===== src/zx_cfg_pkg.sv =====
package zx_cfg_pkg;

	////////////////////////////////////////
	// paging port decode
	////////////////////////////////////////

	// kind of i/o write seen on the bus
	typedef enum logic [1:0]
	{
		none,
		p7ffd,
		atm_cfg,
		atm_page
	} port_kind_e;

	// low address bytes of the ATM ports
	localparam logic [7:0] PORT_ATM_PAGE_LO = 8'hF7;
	localparam logic [7:0] PORT_ATM_CFG_LO  = 8'h77;

	// 7FFD bit positions
	localparam int P7FFD_LOCK_BIT = 5;
	localparam int P7FFD_ROM_BIT  = 4;

	////////////////////////////////////////
	// configuration after reset
	////////////////////////////////////////

	// pentagon mapping until the ATM config port is written
	localparam logic PAGER_OFF_RST = 1'b1;

endpackage


===== src/zx_mem_pkg.sv =====
package zx_mem_pkg;

	////////////////////////////////////////
	// window and address geometry
	////////////////////////////////////////

	localparam int NUM_WIN = 4;
	localparam int WIN_W   = 2;
	localparam int OFS_W   = 14;

	// page register and the part of it that reaches the chips
	localparam int PAGE_W     = 8;
	localparam int ROM_PAGE_W = 5;
	localparam int RAM_PAGE_W = 7;

	// flat address, 2 MB of RAM
	localparam int MEM_ADDR_W = 21;

	////////////////////////////////////////
	// pentagon fixed pages
	////////////////////////////////////////

	localparam logic [PAGE_W-1:0] PENT_WIN1_PAGE = 8'd5;
	localparam logic [PAGE_W-1:0] PENT_WIN2_PAGE = 8'd2;

	////////////////////////////////////////
	// DOS control
	////////////////////////////////////////

	// fetch from 3Dxx switches TR-DOS in
	localparam logic [7:0] DOS_ENTRY_HI = 8'h3D;

	typedef enum logic
	{
		dos_off,
		dos_on
	} dos_state_e;

endpackage


===== src/pager_cfg_if.sv =====
`timescale 1ns/1ps

interface pager_cfg_if;

	// page port write, one strobe per window
	logic [zx_mem_pkg::NUM_WIN-1:0] atm_wr;
	logic [zx_mem_pkg::PAGE_W-1:0]  wr_data;
	logic                           wr_rom;

	// global mode and 7FFD state
	logic       pager_off;
	logic       pent_rom;
	logic [2:0] pent_bank;

	modport decoder
	(
		output atm_wr,
		output wr_data,
		output wr_rom,
		output pager_off,
		output pent_rom,
		output pent_bank
	);

	modport pager
	(
		input atm_wr,
		input wr_data,
		input wr_rom,
		input pager_off,
		input pent_rom,
		input pent_bank
	);

endinterface


===== src/z80_bus_if.sv =====
`timescale 1ns/1ps

interface z80_bus_if;

	// address and data
	logic [15:0] a;
	logic [7:0]  d;

	// control strobes, all active low
	logic mreq_n;
	logic iorq_n;
	logic rd_n;
	logic wr_n;
	logic m1_n;

	// observers only, the bus is driven at the top
	modport monitor
	(
		input a,
		input d,
		input mreq_n,
		input iorq_n,
		input rd_n,
		input wr_n,
		input m1_n
	);

endinterface


===== src/atm_pager.sv =====
`timescale 1ns/1ps

module atm_pager
#(
	parameter int WIN = 0
)
(
	input  logic                          fclk,
	input  logic                          rst,
	pager_cfg_if.pager                    cfg,
	input  zx_mem_pkg::dos_state_e        dos,
	output logic [zx_mem_pkg::PAGE_W-1:0] page,
	output logic                          rom
);

	logic [zx_mem_pkg::PAGE_W-1:0] page_r;
	logic                          rom_r;
	logic                          dos_bit;

	// stored ATM page for this window
	always_ff @(posedge fclk)
	begin
		if (rst)
		begin
			page_r <= '0;
			rom_r  <= 1'b0;
		end
		else if (cfg.atm_wr[WIN])
		begin
			page_r <= cfg.wr_data;
			rom_r  <= cfg.wr_rom;
		end
	end

	assign dos_bit = (dos == zx_mem_pkg::dos_on);

	////////////////////////////////////////
	// effective page
	////////////////////////////////////////

	always_comb
	begin
		page = '0;
		rom  = 1'b0;
		if (!cfg.pager_off)
		begin
			rom = rom_r;
			// rom page bit 0 tracks DOS
			if (rom_r)
				page = {page_r[zx_mem_pkg::PAGE_W-1:1], dos_bit};
			else
				page = page_r;
		end
		else if (WIN == 0)
		begin
			rom     = 1'b1;
			page[1] = dos_bit;
			page[0] = cfg.pent_rom;
		end
		else if (WIN == 1)
			page = zx_mem_pkg::PENT_WIN1_PAGE;
		else if (WIN == 2)
			page = zx_mem_pkg::PENT_WIN2_PAGE;
		else
			page = {{(zx_mem_pkg::PAGE_W-3){1'b0}}, cfg.pent_bank};
	end

endmodule


===== src/zdos.sv =====
`timescale 1ns/1ps

module zdos
(
	input  logic                   fclk,
	input  logic                   rst,
	z80_bus_if.monitor             bus,
	input  logic                   win0_rom,
	output zx_mem_pkg::dos_state_e dos
);

	logic fetch;
	logic fetch_d;
	logic fetch_ev;
	logic turn_on;
	logic turn_off;

	zx_mem_pkg::dos_state_e state;

	// opcode fetch seen on its first edge only
	assign fetch    = !bus.mreq_n && !bus.m1_n && !bus.rd_n;
	assign fetch_ev = fetch && !fetch_d;

	assign turn_on  = fetch_ev && win0_rom && (bus.a[15:8] == zx_mem_pkg::DOS_ENTRY_HI);
	assign turn_off = fetch_ev && (bus.a[15:14] != 2'b00);

	always_ff @(posedge fclk)
	begin
		if (rst)
		begin
			fetch_d <= 1'b0;
			state   <= zx_mem_pkg::dos_off;
		end
		else
		begin
			fetch_d <= fetch;
			if (turn_on)
				state <= zx_mem_pkg::dos_on;
			else if (turn_off)
				state <= zx_mem_pkg::dos_off;
		end
	end

	assign dos = state;

	// DOS comes on only after a fetch with window 0 in ROM
	a_dos_entry: assert property (@(posedge fclk) disable iff (rst)
		$rose(state == zx_mem_pkg::dos_on) |-> $past(fetch_ev && win0_rom));

endmodule


===== src/zmem_map.sv =====
`timescale 1ns/1ps

module zmem_map
(
	z80_bus_if.monitor                          bus,
	input  logic [zx_mem_pkg::PAGE_W-1:0]       page [zx_mem_pkg::NUM_WIN],
	input  logic [zx_mem_pkg::NUM_WIN-1:0]      rom,
	output logic                                rom_cs,
	output logic                                ram_cs,
	output logic [zx_mem_pkg::MEM_ADDR_W-1:0]   mem_addr
);

	localparam int ROM_PAD = zx_mem_pkg::MEM_ADDR_W - zx_mem_pkg::ROM_PAGE_W
		- zx_mem_pkg::OFS_W;

	logic                          mem_cyc;
	logic [zx_mem_pkg::WIN_W-1:0]  win;
	logic [zx_mem_pkg::OFS_W-1:0]  ofs;
	logic [zx_mem_pkg::PAGE_W-1:0] sel_page;

	assign mem_cyc  = !bus.mreq_n && (!bus.rd_n || !bus.wr_n);
	assign win      = bus.a[15:14];
	assign ofs      = bus.a[zx_mem_pkg::OFS_W-1:0];
	assign sel_page = page[win];

	always_comb
	begin
		rom_cs   = 1'b0;
		ram_cs   = 1'b0;
		mem_addr = '0;
		if (mem_cyc)
		begin
			if (rom[win])
			begin
				rom_cs   = 1'b1;
				mem_addr = {{ROM_PAD{1'b0}}, sel_page[zx_mem_pkg::ROM_PAGE_W-1:0], ofs};
			end
			else
			begin
				ram_cs   = 1'b1;
				mem_addr = {sel_page[zx_mem_pkg::RAM_PAGE_W-1:0], ofs};
			end
		end
	end

endmodule


===== src/zport_decode.sv =====
`timescale 1ns/1ps

module zport_decode
(
	input logic             fclk,
	input logic             rst,
	z80_bus_if.monitor      bus,
	pager_cfg_if.decoder    cfg
);

	logic io_wr;
	logic io_wr_d;
	logic io_ev;

	zx_cfg_pkg::port_kind_e kind;

	logic [7:0] reg_7ffd;
	logic       pager_off_r;

	logic [zx_mem_pkg::WIN_W-1:0] win_sel;

	////////////////////////////////////////
	// i/o write event
	////////////////////////////////////////

	assign io_wr = !bus.iorq_n && !bus.wr_n && bus.m1_n;
	assign io_ev = io_wr && !io_wr_d;

	always_ff @(posedge fclk)
	begin
		if (rst)
			io_wr_d <= 1'b0;
		else
			io_wr_d <= io_wr;
	end

	// 7FFD is only partially decoded
	always_comb
	begin
		kind = zx_cfg_pkg::none;
		if (io_ev)
		begin
			if (!bus.a[15] && !bus.a[1])
				kind = zx_cfg_pkg::p7ffd;
			else if (bus.a[7:0] == zx_cfg_pkg::PORT_ATM_CFG_LO)
				kind = zx_cfg_pkg::atm_cfg;
			else if (bus.a[7:0] == zx_cfg_pkg::PORT_ATM_PAGE_LO)
				kind = zx_cfg_pkg::atm_page;
		end
	end

	////////////////////////////////////////
	// config registers
	////////////////////////////////////////

	always_ff @(posedge fclk)
	begin
		if (rst)
		begin
			reg_7ffd    <= 8'h00;
			pager_off_r <= zx_cfg_pkg::PAGER_OFF_RST;
		end
		else
		begin
			// lock holds until reset
			if (kind == zx_cfg_pkg::p7ffd && !reg_7ffd[zx_cfg_pkg::P7FFD_LOCK_BIT])
				reg_7ffd <= bus.d;
			if (kind == zx_cfg_pkg::atm_cfg)
				pager_off_r <= bus.d[0];
		end
	end

	// page write strobe per window from a15..a14
	assign win_sel = bus.a[15:14];

	always_comb
	begin
		cfg.atm_wr = '0;
		if (kind == zx_cfg_pkg::atm_page)
			cfg.atm_wr[win_sel] = 1'b1;
	end

	assign cfg.wr_data   = bus.d;
	assign cfg.wr_rom    = bus.a[11];
	assign cfg.pager_off = pager_off_r;
	assign cfg.pent_rom  = reg_7ffd[zx_cfg_pkg::P7FFD_ROM_BIT];
	assign cfg.pent_bank = reg_7ffd[2:0];

	// a locked 7FFD never changes until reset
	a_lock_holds: assert property (@(posedge fclk) disable iff (rst)
		reg_7ffd[zx_cfg_pkg::P7FFD_LOCK_BIT] |=> $stable(reg_7ffd));

endmodule


===== src/zx_pager_top.sv =====
`timescale 1ns/1ps

module zx_pager_top
(
	input  logic                                fclk,
	input  logic                                rst,
	input  logic [15:0]                         a,
	input  logic [7:0]                          d,
	input  logic                                mreq_n,
	input  logic                                iorq_n,
	input  logic                                rd_n,
	input  logic                                wr_n,
	input  logic                                m1_n,
	output logic                                rom_cs,
	output logic                                ram_cs,
	output logic [zx_mem_pkg::MEM_ADDR_W-1:0]   mem_addr
);

	z80_bus_if   bus ();
	pager_cfg_if cfg ();

	logic [zx_mem_pkg::PAGE_W-1:0]  page [zx_mem_pkg::NUM_WIN];
	logic [zx_mem_pkg::NUM_WIN-1:0] win_rom;
	zx_mem_pkg::dos_state_e         dos;

	assign bus.a      = a;
	assign bus.d      = d;
	assign bus.mreq_n = mreq_n;
	assign bus.iorq_n = iorq_n;
	assign bus.rd_n   = rd_n;
	assign bus.wr_n   = wr_n;
	assign bus.m1_n   = m1_n;

	zport_decode u_ports (.fclk(fclk), .rst(rst), .bus(bus), .cfg(cfg));

	////////////////////////////////////////
	// window pagers
	////////////////////////////////////////

	for (genvar i = 0; i < zx_mem_pkg::NUM_WIN; i++)
	begin : g_pager
		atm_pager #(.WIN(i)) u_pager
		(
			.fclk (fclk),
			.rst  (rst),
			.cfg  (cfg),
			.dos  (dos),
			.page (page[i]),
			.rom  (win_rom[i])
		);
	end

	zdos u_dos (.fclk(fclk), .rst(rst), .bus(bus), .win0_rom(win_rom[0]), .dos(dos));

	zmem_map u_map
	(
		.bus      (bus),
		.page     (page),
		.rom      (win_rom),
		.rom_cs   (rom_cs),
		.ram_cs   (ram_cs),
		.mem_addr (mem_addr)
	);

endmodule

===== config.mk =====
export PLATFORM = sky130hd
export DESIGN_NAME = zx_pager_top
export DESIGN_NICKNAME = d
export VERILOG_FILES = /design/src/zx_cfg_pkg.sv /design/src/zx_mem_pkg.sv /design/src/pager_cfg_if.sv /design/src/z80_bus_if.sv /design/src/atm_pager.sv /design/src/zdos.sv /design/src/zmem_map.sv /design/src/zport_decode.sv /design/src/zx_pager_top.sv
export SDC_FILE = /design/constraint.sdc
export NUM_CORES = 1
export LEC_CHECK = 0
export CELL_PAD_IN_SITES_DETAIL_PLACEMENT = 1
export CELL_PAD_IN_SITES_GLOBAL_PLACEMENT = 2
export CORE_ASPECT_RATIO = 0.5
export CORE_MARGIN = 2
export CORE_UTILIZATION = 25
export CTS_CLUSTER_DIAMETER = 120
export CTS_CLUSTER_SIZE = 8
export DETAILED_ROUTE_END_ITERATION = 7
export DONT_BUFFER_PORTS = 1
export GPL_ROUTABILITY_DRIVEN = 0
export GPL_TIMING_DRIVEN = 0
export PLACE_DENSITY = 0.62
export SLEW_MARGIN = 20
export SYNTH_ARGS = -nofsm -noshare
export SYNTH_HDL_FRONTEND = slang
export SYNTH_SLANG_ARGS = --single-unit
export TNS_END_PERCENT = 50

===== constraint.sdc =====
create_clock -name fclk -period 1.87 [get_ports fclk]
set_clock_uncertainty 0.1 [all_clocks]
set_input_delay 0.187 -clock fclk [delete_from_list [all_inputs] [get_ports fclk]]
set_output_delay 0.187 -clock fclk [all_outputs]
set_load 0.01 [all_outputs]

# ---- Yosys cells after proc, flatten, opt, wreduce, memory -nomap -nowiden
# Cells that the tools add are included.
dict set report op_classes {
  magnitude_cmp 3
  n_eq_ne 6
  muxes 32
  bitwise_logic 1
  reduce_logical 26
}
# operator count
set op_table {}
lappend op_table {{$mux W21} 2}
lappend op_table {{$mux W8} 4}
lappend op_table {{$bmux W8 S2} 1}
lappend op_table {{$mux W1} 16}
lappend op_table {{$mux W7} 2}
lappend op_table {{$logic_and A1 B1 Y1} 13}
lappend op_table {{$logic_not A1 Y1} 10}
lappend op_table {{$eq A8 B6 Y1 const B} 1}
lappend op_table {{$eq A8 B7 Y1 const B} 1}
lappend op_table {{$eq A8 B8 Y1 const B} 1}
lappend op_table {{$mux W2} 4}
lappend op_table {{$eq A2 B2 Y1 const B} 2}
lappend op_table {{$mux W4} 1}
lappend op_table {{$reduce_bool A2 Y1} 2}
lappend op_table {{$ge A3 B3 Y1 const B} 1}
lappend op_table {{$lt A2 B3 Y1 const B} 1}
lappend op_table {{$not A2 Y3} 1}
lappend op_table {{$bmux W1 S2} 1}
lappend op_table {{$demux W1 S2} 1}
lappend op_table {{$eq A2 B1 Y1 const B} 1}
lappend op_table {{$ge A2 B1 Y1 const B} 1}
lappend op_table {{$logic_or A1 B1 Y1} 1}
dict set report totals {
  ff_bits 46
  word_cells 81
}

# ---- Logic depth before layout (Yosys ltp)
dict set report logic_depth {
  ltp_word 7
  mapped_depth 6
  ltp_nobuf 4
}

# ---- Modules after synthesis
# From an unflattened synthesis, not the netlist that was laid out.
dict set report hier_totals {
  hier_cells 259
  area_unflattened_um2 2582.5
}
# module n_inst cells_each area_per_inst_um2 seq_area_each_um2
set modules_own_cells {}
lappend modules_own_cells {zport_decode 1 52 476.7 140.1}
lappend modules_own_cells {{atm_pager (g_pager[3].u_pager)} 1 41 431.7 180.2}
lappend modules_own_cells {{atm_pager (g_pager[0].u_pager)} 1 41 407.9 180.2}
lappend modules_own_cells {{atm_pager (g_pager[1].u_pager)} 1 39 387.9 180.2}
lappend modules_own_cells {{atm_pager (g_pager[2].u_pager)} 1 39 386.6 180.2}
lappend modules_own_cells {zmem_map 1 37 386.6 0.0}
lappend modules_own_cells {zdos 1 10 105.1 40.0}

# ---- Worst setup path after synthesis
# Ideal clock, no wire load.
dict set report synth_path {
  path_type {register to register}
  from {register u_ports.io_wr_d}
  to {register g_pager[0].u_pager.page_r[6] (netlist name)}
  arrival_time_ns 1.757
  t_required_ns 1.642
  setup_slack_ns -0.115
  stages_incl_launch_ff 6
  path_buffers 1
  cell_sequence {dfxtp_1 > or4b_1 > buf_2 > nor4_4 > mux2i_1 > nor2_1}
}
dict set report synth_via {
  elab_chain_len 5
}
# element line
set synth_rtl {}
lappend synth_rtl {{start, declared} zport_decode.sv:12} ;# logic io_wr_d;
lappend synth_rtl {{start signal, assigned} zport_decode.sv:34} ;# io_wr_d <= io_wr;
lappend synth_rtl {{$logic_not A1 Y1} zport_decode.sv:27} ;# assign io_ev = io_wr && !io_wr_d;
lappend synth_rtl {{$logic_and A1 B1 Y1} zport_decode.sv:27}
lappend synth_rtl {{$mux W2} zport_decode.sv:41} ;# if (io_ev)
lappend synth_rtl {{$eq A2 B2 Y1} zport_decode.sv:79} ;# if (kind == zx_cfg_pkg::atm_page)
lappend synth_rtl {{$mux W4} zport_decode.sv:79}
lappend synth_rtl {{end signal, assigned} atm_pager.sv:30} ;# page_r <= cfg.wr_data;
lappend synth_rtl {{end, declared} atm_pager.sv:16} ;# logic [zx_mem_pkg::PAGE_W-1:0] page_r;
# Every way passes these cells.
# A chain may end at the register's enable or synchronous reset.

# ---- Worst setup path in the final report
dict set report layout_path {
  from {register g_pager[0].u_pager.rom_r}
  to {output mem_addr[14] (netlist name)}
}
dict set report layout_via {
  elab_chain_len 7
}
# element line
set layout_rtl {}
lappend layout_rtl {{start, declared} atm_pager.sv:17} ;# logic rom_r;
lappend layout_rtl {{start signal, assigned} atm_pager.sv:31} ;# rom_r <= cfg.wr_rom;
lappend layout_rtl {{$mux W1} atm_pager.sv:49} ;# if (rom_r)
lappend layout_rtl {{$mux W8} atm_pager.sv:45} ;# if (!cfg.pager_off)
lappend layout_rtl {{$bmux W8 S2} zmem_map.sv:24} ;# assign sel_page = page[win];
lappend layout_rtl {{$mux W7 (not written as such) (2 in a row)} zmem_map.sv:24}
lappend layout_rtl {{$mux W21} zmem_map.sv:33} ;# if (rom[win])
lappend layout_rtl {{$mux W21} zmem_map.sv:31} ;# if (mem_cyc)
lappend layout_rtl {{end, declared} zx_pager_top.sv:16} ;# output logic [zx_mem_pkg::MEM_ADDR_W-1:0] mem_addr
# Every way passes these cells. The select of a mux whose other input is x is not followed.

==> impl_metrics.csv <==
group,metric,value,unit
status,status,"finished, final reports clean",
global_route,gr-total-overflow,0,
global_route,antenna_found_initial,2,
setup_path,cp-end-kind,"output pin",
power,p_total,2.03,mW
clock_network,cts_sinks,41,
clock_network,ctsLongestPathBuffers,2,
clock_network,clockRootBuffer,"clkbuf_16",
synthesis,yosys-top-cells-count,"45 x nor2_1, 41 x dfxtp_1, 40 x mux2i_1",
finish,area_delta_synth_final,26.5,%
detailed_routing,drt_wl_total,6600,µm
worst_hold_path,hold_start,"a[1]",
finish,final_util,32.7,%
sta,fin_crit,1.81,ns
floorplan,core-area,8000,µm²
clock_network,htreeDepth,2,
detailed_routing,antenna_left,0,
detailed_routing,vias,1746,
placement,dp_hpwl,4690,µm
worst_hold_path,hold_class,"input port to register",
sta,min_period_over_period,97.0,%
detailed_routing,routed_via_density,4.85,
synthesis,synth.avg_cell_area,9.31,µm²
job,cap_violations,0,
clock_network,worstSkewPairLatency,0.28,ns
detailed_routing,drc_errors,0,
finish,layout-drive-gt1-share,15.0,%
synthesis,async_flop_share,0,%
synthesis,synth_most_common_cell,"nor2_1",
setup_path,path_max_fanout,4,
detailed_routing,firstDrtPassIters,4,
synthesis,yosysUniqueCellTypes,36,
detailed_routing,detail_route.wl_per_cell,18.3,µm
sta,rsz0062_at_grt,"yes",
clock_network,cts-buffers-inserted,5,
floorplan,initial_utilization,25.8,%
synthesis,yosysTopAreaCell,"dfxtp_1",
detailed_routing,detail_route.iter0.violations,101,
placement,portBuffers,0,
floorplan,die-height,68.3,µm
synthesis,synth_area,2070,µm²
sta,hold_viol_final,0,
floorplan,die_w,133,µm
synthesis,synth-seq-cells,41,
global_route,grt_pass1_wl,9960,µm
clock_network,cts_tree,"yes",
setup_path,crit_start,"g_pager[0].u_pager.rom_r",
synthesis,synth_top_cell_area_share,39.7,%
power,vdd_drop_max,0.411,mV
sta,max_freq,0.552,GHz
global_route,gr-usage-all-layers,14.8,%
power,p_leak,1.04,nW
synthesis,yosysWarnings,0,
setup_path,required,1.58,ns
synthesis,syn_inst,222,
finish,nNetsFinal,277,
sta,tightest_slew,0.825,ns
sta,drv_slew,0,
power,cellPowerDensity,778,nW/µm²
clock_network,clk_pin_slew_worst_paths,0.06,ns
sta,setup_tns,0,ns
sta,setup_viol,0,
global_route,grt_pass1_vias,1750,
setup_path,setup.worst_path.start_class,"register",
global_route,grt_start_max_net_pins,14,
synthesis,synth_edf_count,0,
floorplan,rows,23,
synthesis,synthFlopType,"dfxtp_1",
synthesis,yosys-top-cells-area,"dfxtp_1 40%, mux2i_1 19%, nor2_1 8.2%",
setup_path,critical_path_class,"register to output pin",
synthesis,synth_nets,253,
floorplan,dieArea,9060,µm²
setup_path,cp.arrival,1.53,ns
synthesis,seq_area_frac_synth,39.7,%
setup_path,r2r-start,"u_ports.io_wr_d",
sta,slew_headroom,45.0,%
floorplan,io_pins,54,
[worst paths after layout]
kind / to / cells after the start / slack [ns]
worst max-delay path: mem_addr[14] / 4 / 0.06
worst min-delay path: u_ports.reg_7ffd[5] / 3 / 0.05
worst max register to register: g_pager[3].u_pager.page_r[2] / 5 / 0.07
worst min register to register: g_pager[2].u_pager.page_r[5] / 2 / 0.39
[cell families (layout without fill, tap and decap cells)]
group / after synthesis / count (layout) / share of synthesized area, %
AND/OR/NAND/NOR: 99 / 99 / 26.3
buffers and inverters: 16 / 41 / 2.97
multiplexers: 46 / 46 / 24.8
other: 0 / 1 / 0
flip-flops: 41 / 41 / 39.7
AO/OA/AOI/OAI: 20 / 20 / 6.23
[registers in the layout (all words and copies together) (netlist names)]
signal / flops
g_pager.u_pager.page_r: 28
g_pager.u_pager.rom_r: 4
u_dos.dos: 1
u_dos.fetch_d: 1
u_ports.cfg.pager_off: 1
u_ports.io_wr_d: 1
u_ports.reg_7ffd: 5
[repair_timing]
| item | 4_1_cts | 5_1_grt |
|---|---|---|
| hold buffers | 12 | 0 |
| buffers inserted | 6 | 0 |
| cloned | 0 | 0 |
| pin swaps | 6 | 2 |
| endpoints found under the hold margin | 40 | 0 |
| endpoints found under the setup margin | 45 | 27 |
| resized for setup | 8 | 9 |
[cell type report]
| cell class | count | area, µm² |
|---|---|---|
| Timing Repair Buffer | 18 | 190 |
| Antenna cell | 1 | 2.50 |
| Clock inverter | 2 | 38.8 |
| Multi-Input combinational cell | 165 | 1230 |
| Buffer | 12 | 52.6 |
| Clock buffer | 6 | 129 |
| Sequential cell | 41 | 821 |
| Inverter | 3 | 11.3 |
| Fill cell | 947 | 5390 |
| Tap cell | 112 | 140 |
[per-layer routing]
metal	track usage [%]	vias up	wire length [µm]
met4	2.82	0	31
met5	0	-	0
met1	18.9	857	3160
li1	-	841	-
met2	25.5	46	3070
met3	4.15	2	349
[where the power goes]
group	switching, mW	internal [mW]
sequential	0.00134	0.876
combinational	0.105	0.0596
clock	0.360	0.633
total	0.467	1.57
[critical path, cell delays in order (launching register included)]
cell	delay [ns]
dfxtp_1	0.40
nor3_1	0.08
a211oi_1	0.22
o21ai_0	0.15
a221oi_2	0.39
[layout by cell type (no fill, tap or decap), types with 2 or more instances in the layout]
cell,netlist,layout
mux2i_1,40,39
nand4_1,3,3
and2_1,15,15
nand3_1,3,3
nor4_1,3,2
clkbuf_16,0,5
nor2_1,45,44
mux4_2,4,4
o21ai_0,5,5
buf_4,0,4
clkbuf_1,9,7
and3_4,0,2
a211oi_1,2,2
nor4_4,2,3
mux2_2,2,2
and3b_1,3,3
dlygate4sd3_1,0,12
a21oi_1,5,5
nor2b_1,2,2
and3_1,4,2
dfxtp_1,41,41
nor3_1,5,5
inv_1,3,3
buf_2,1,3
nor4b_1,2,2
buf_12,0,2
clkbuf_2,0,3
nand2_1,6,6
a22oi_1,2,2
[per-stage QoR]
| step | instances | setup WS, ns | cell area [µm²] | hold WS [ns] |
|---|---|---|---|---|
| final | 360 | 0.0570 | 2620 | 0.0509 |
| after global routing | 360 | -0.0560 | 2620 | 0.0731 |
| after CTS | 360 | -0.0997 | 2590 | 0.0481 |
| after detailed placement | 334 | -0.491 | 2210 | 0.171 |
| after global placement | 334 | -0.381 | 2210 | 0.167 |
| after floorplan | 222 | 0.0212 | 2070 | 0.163 |
(Power assumes the default switching activity.)
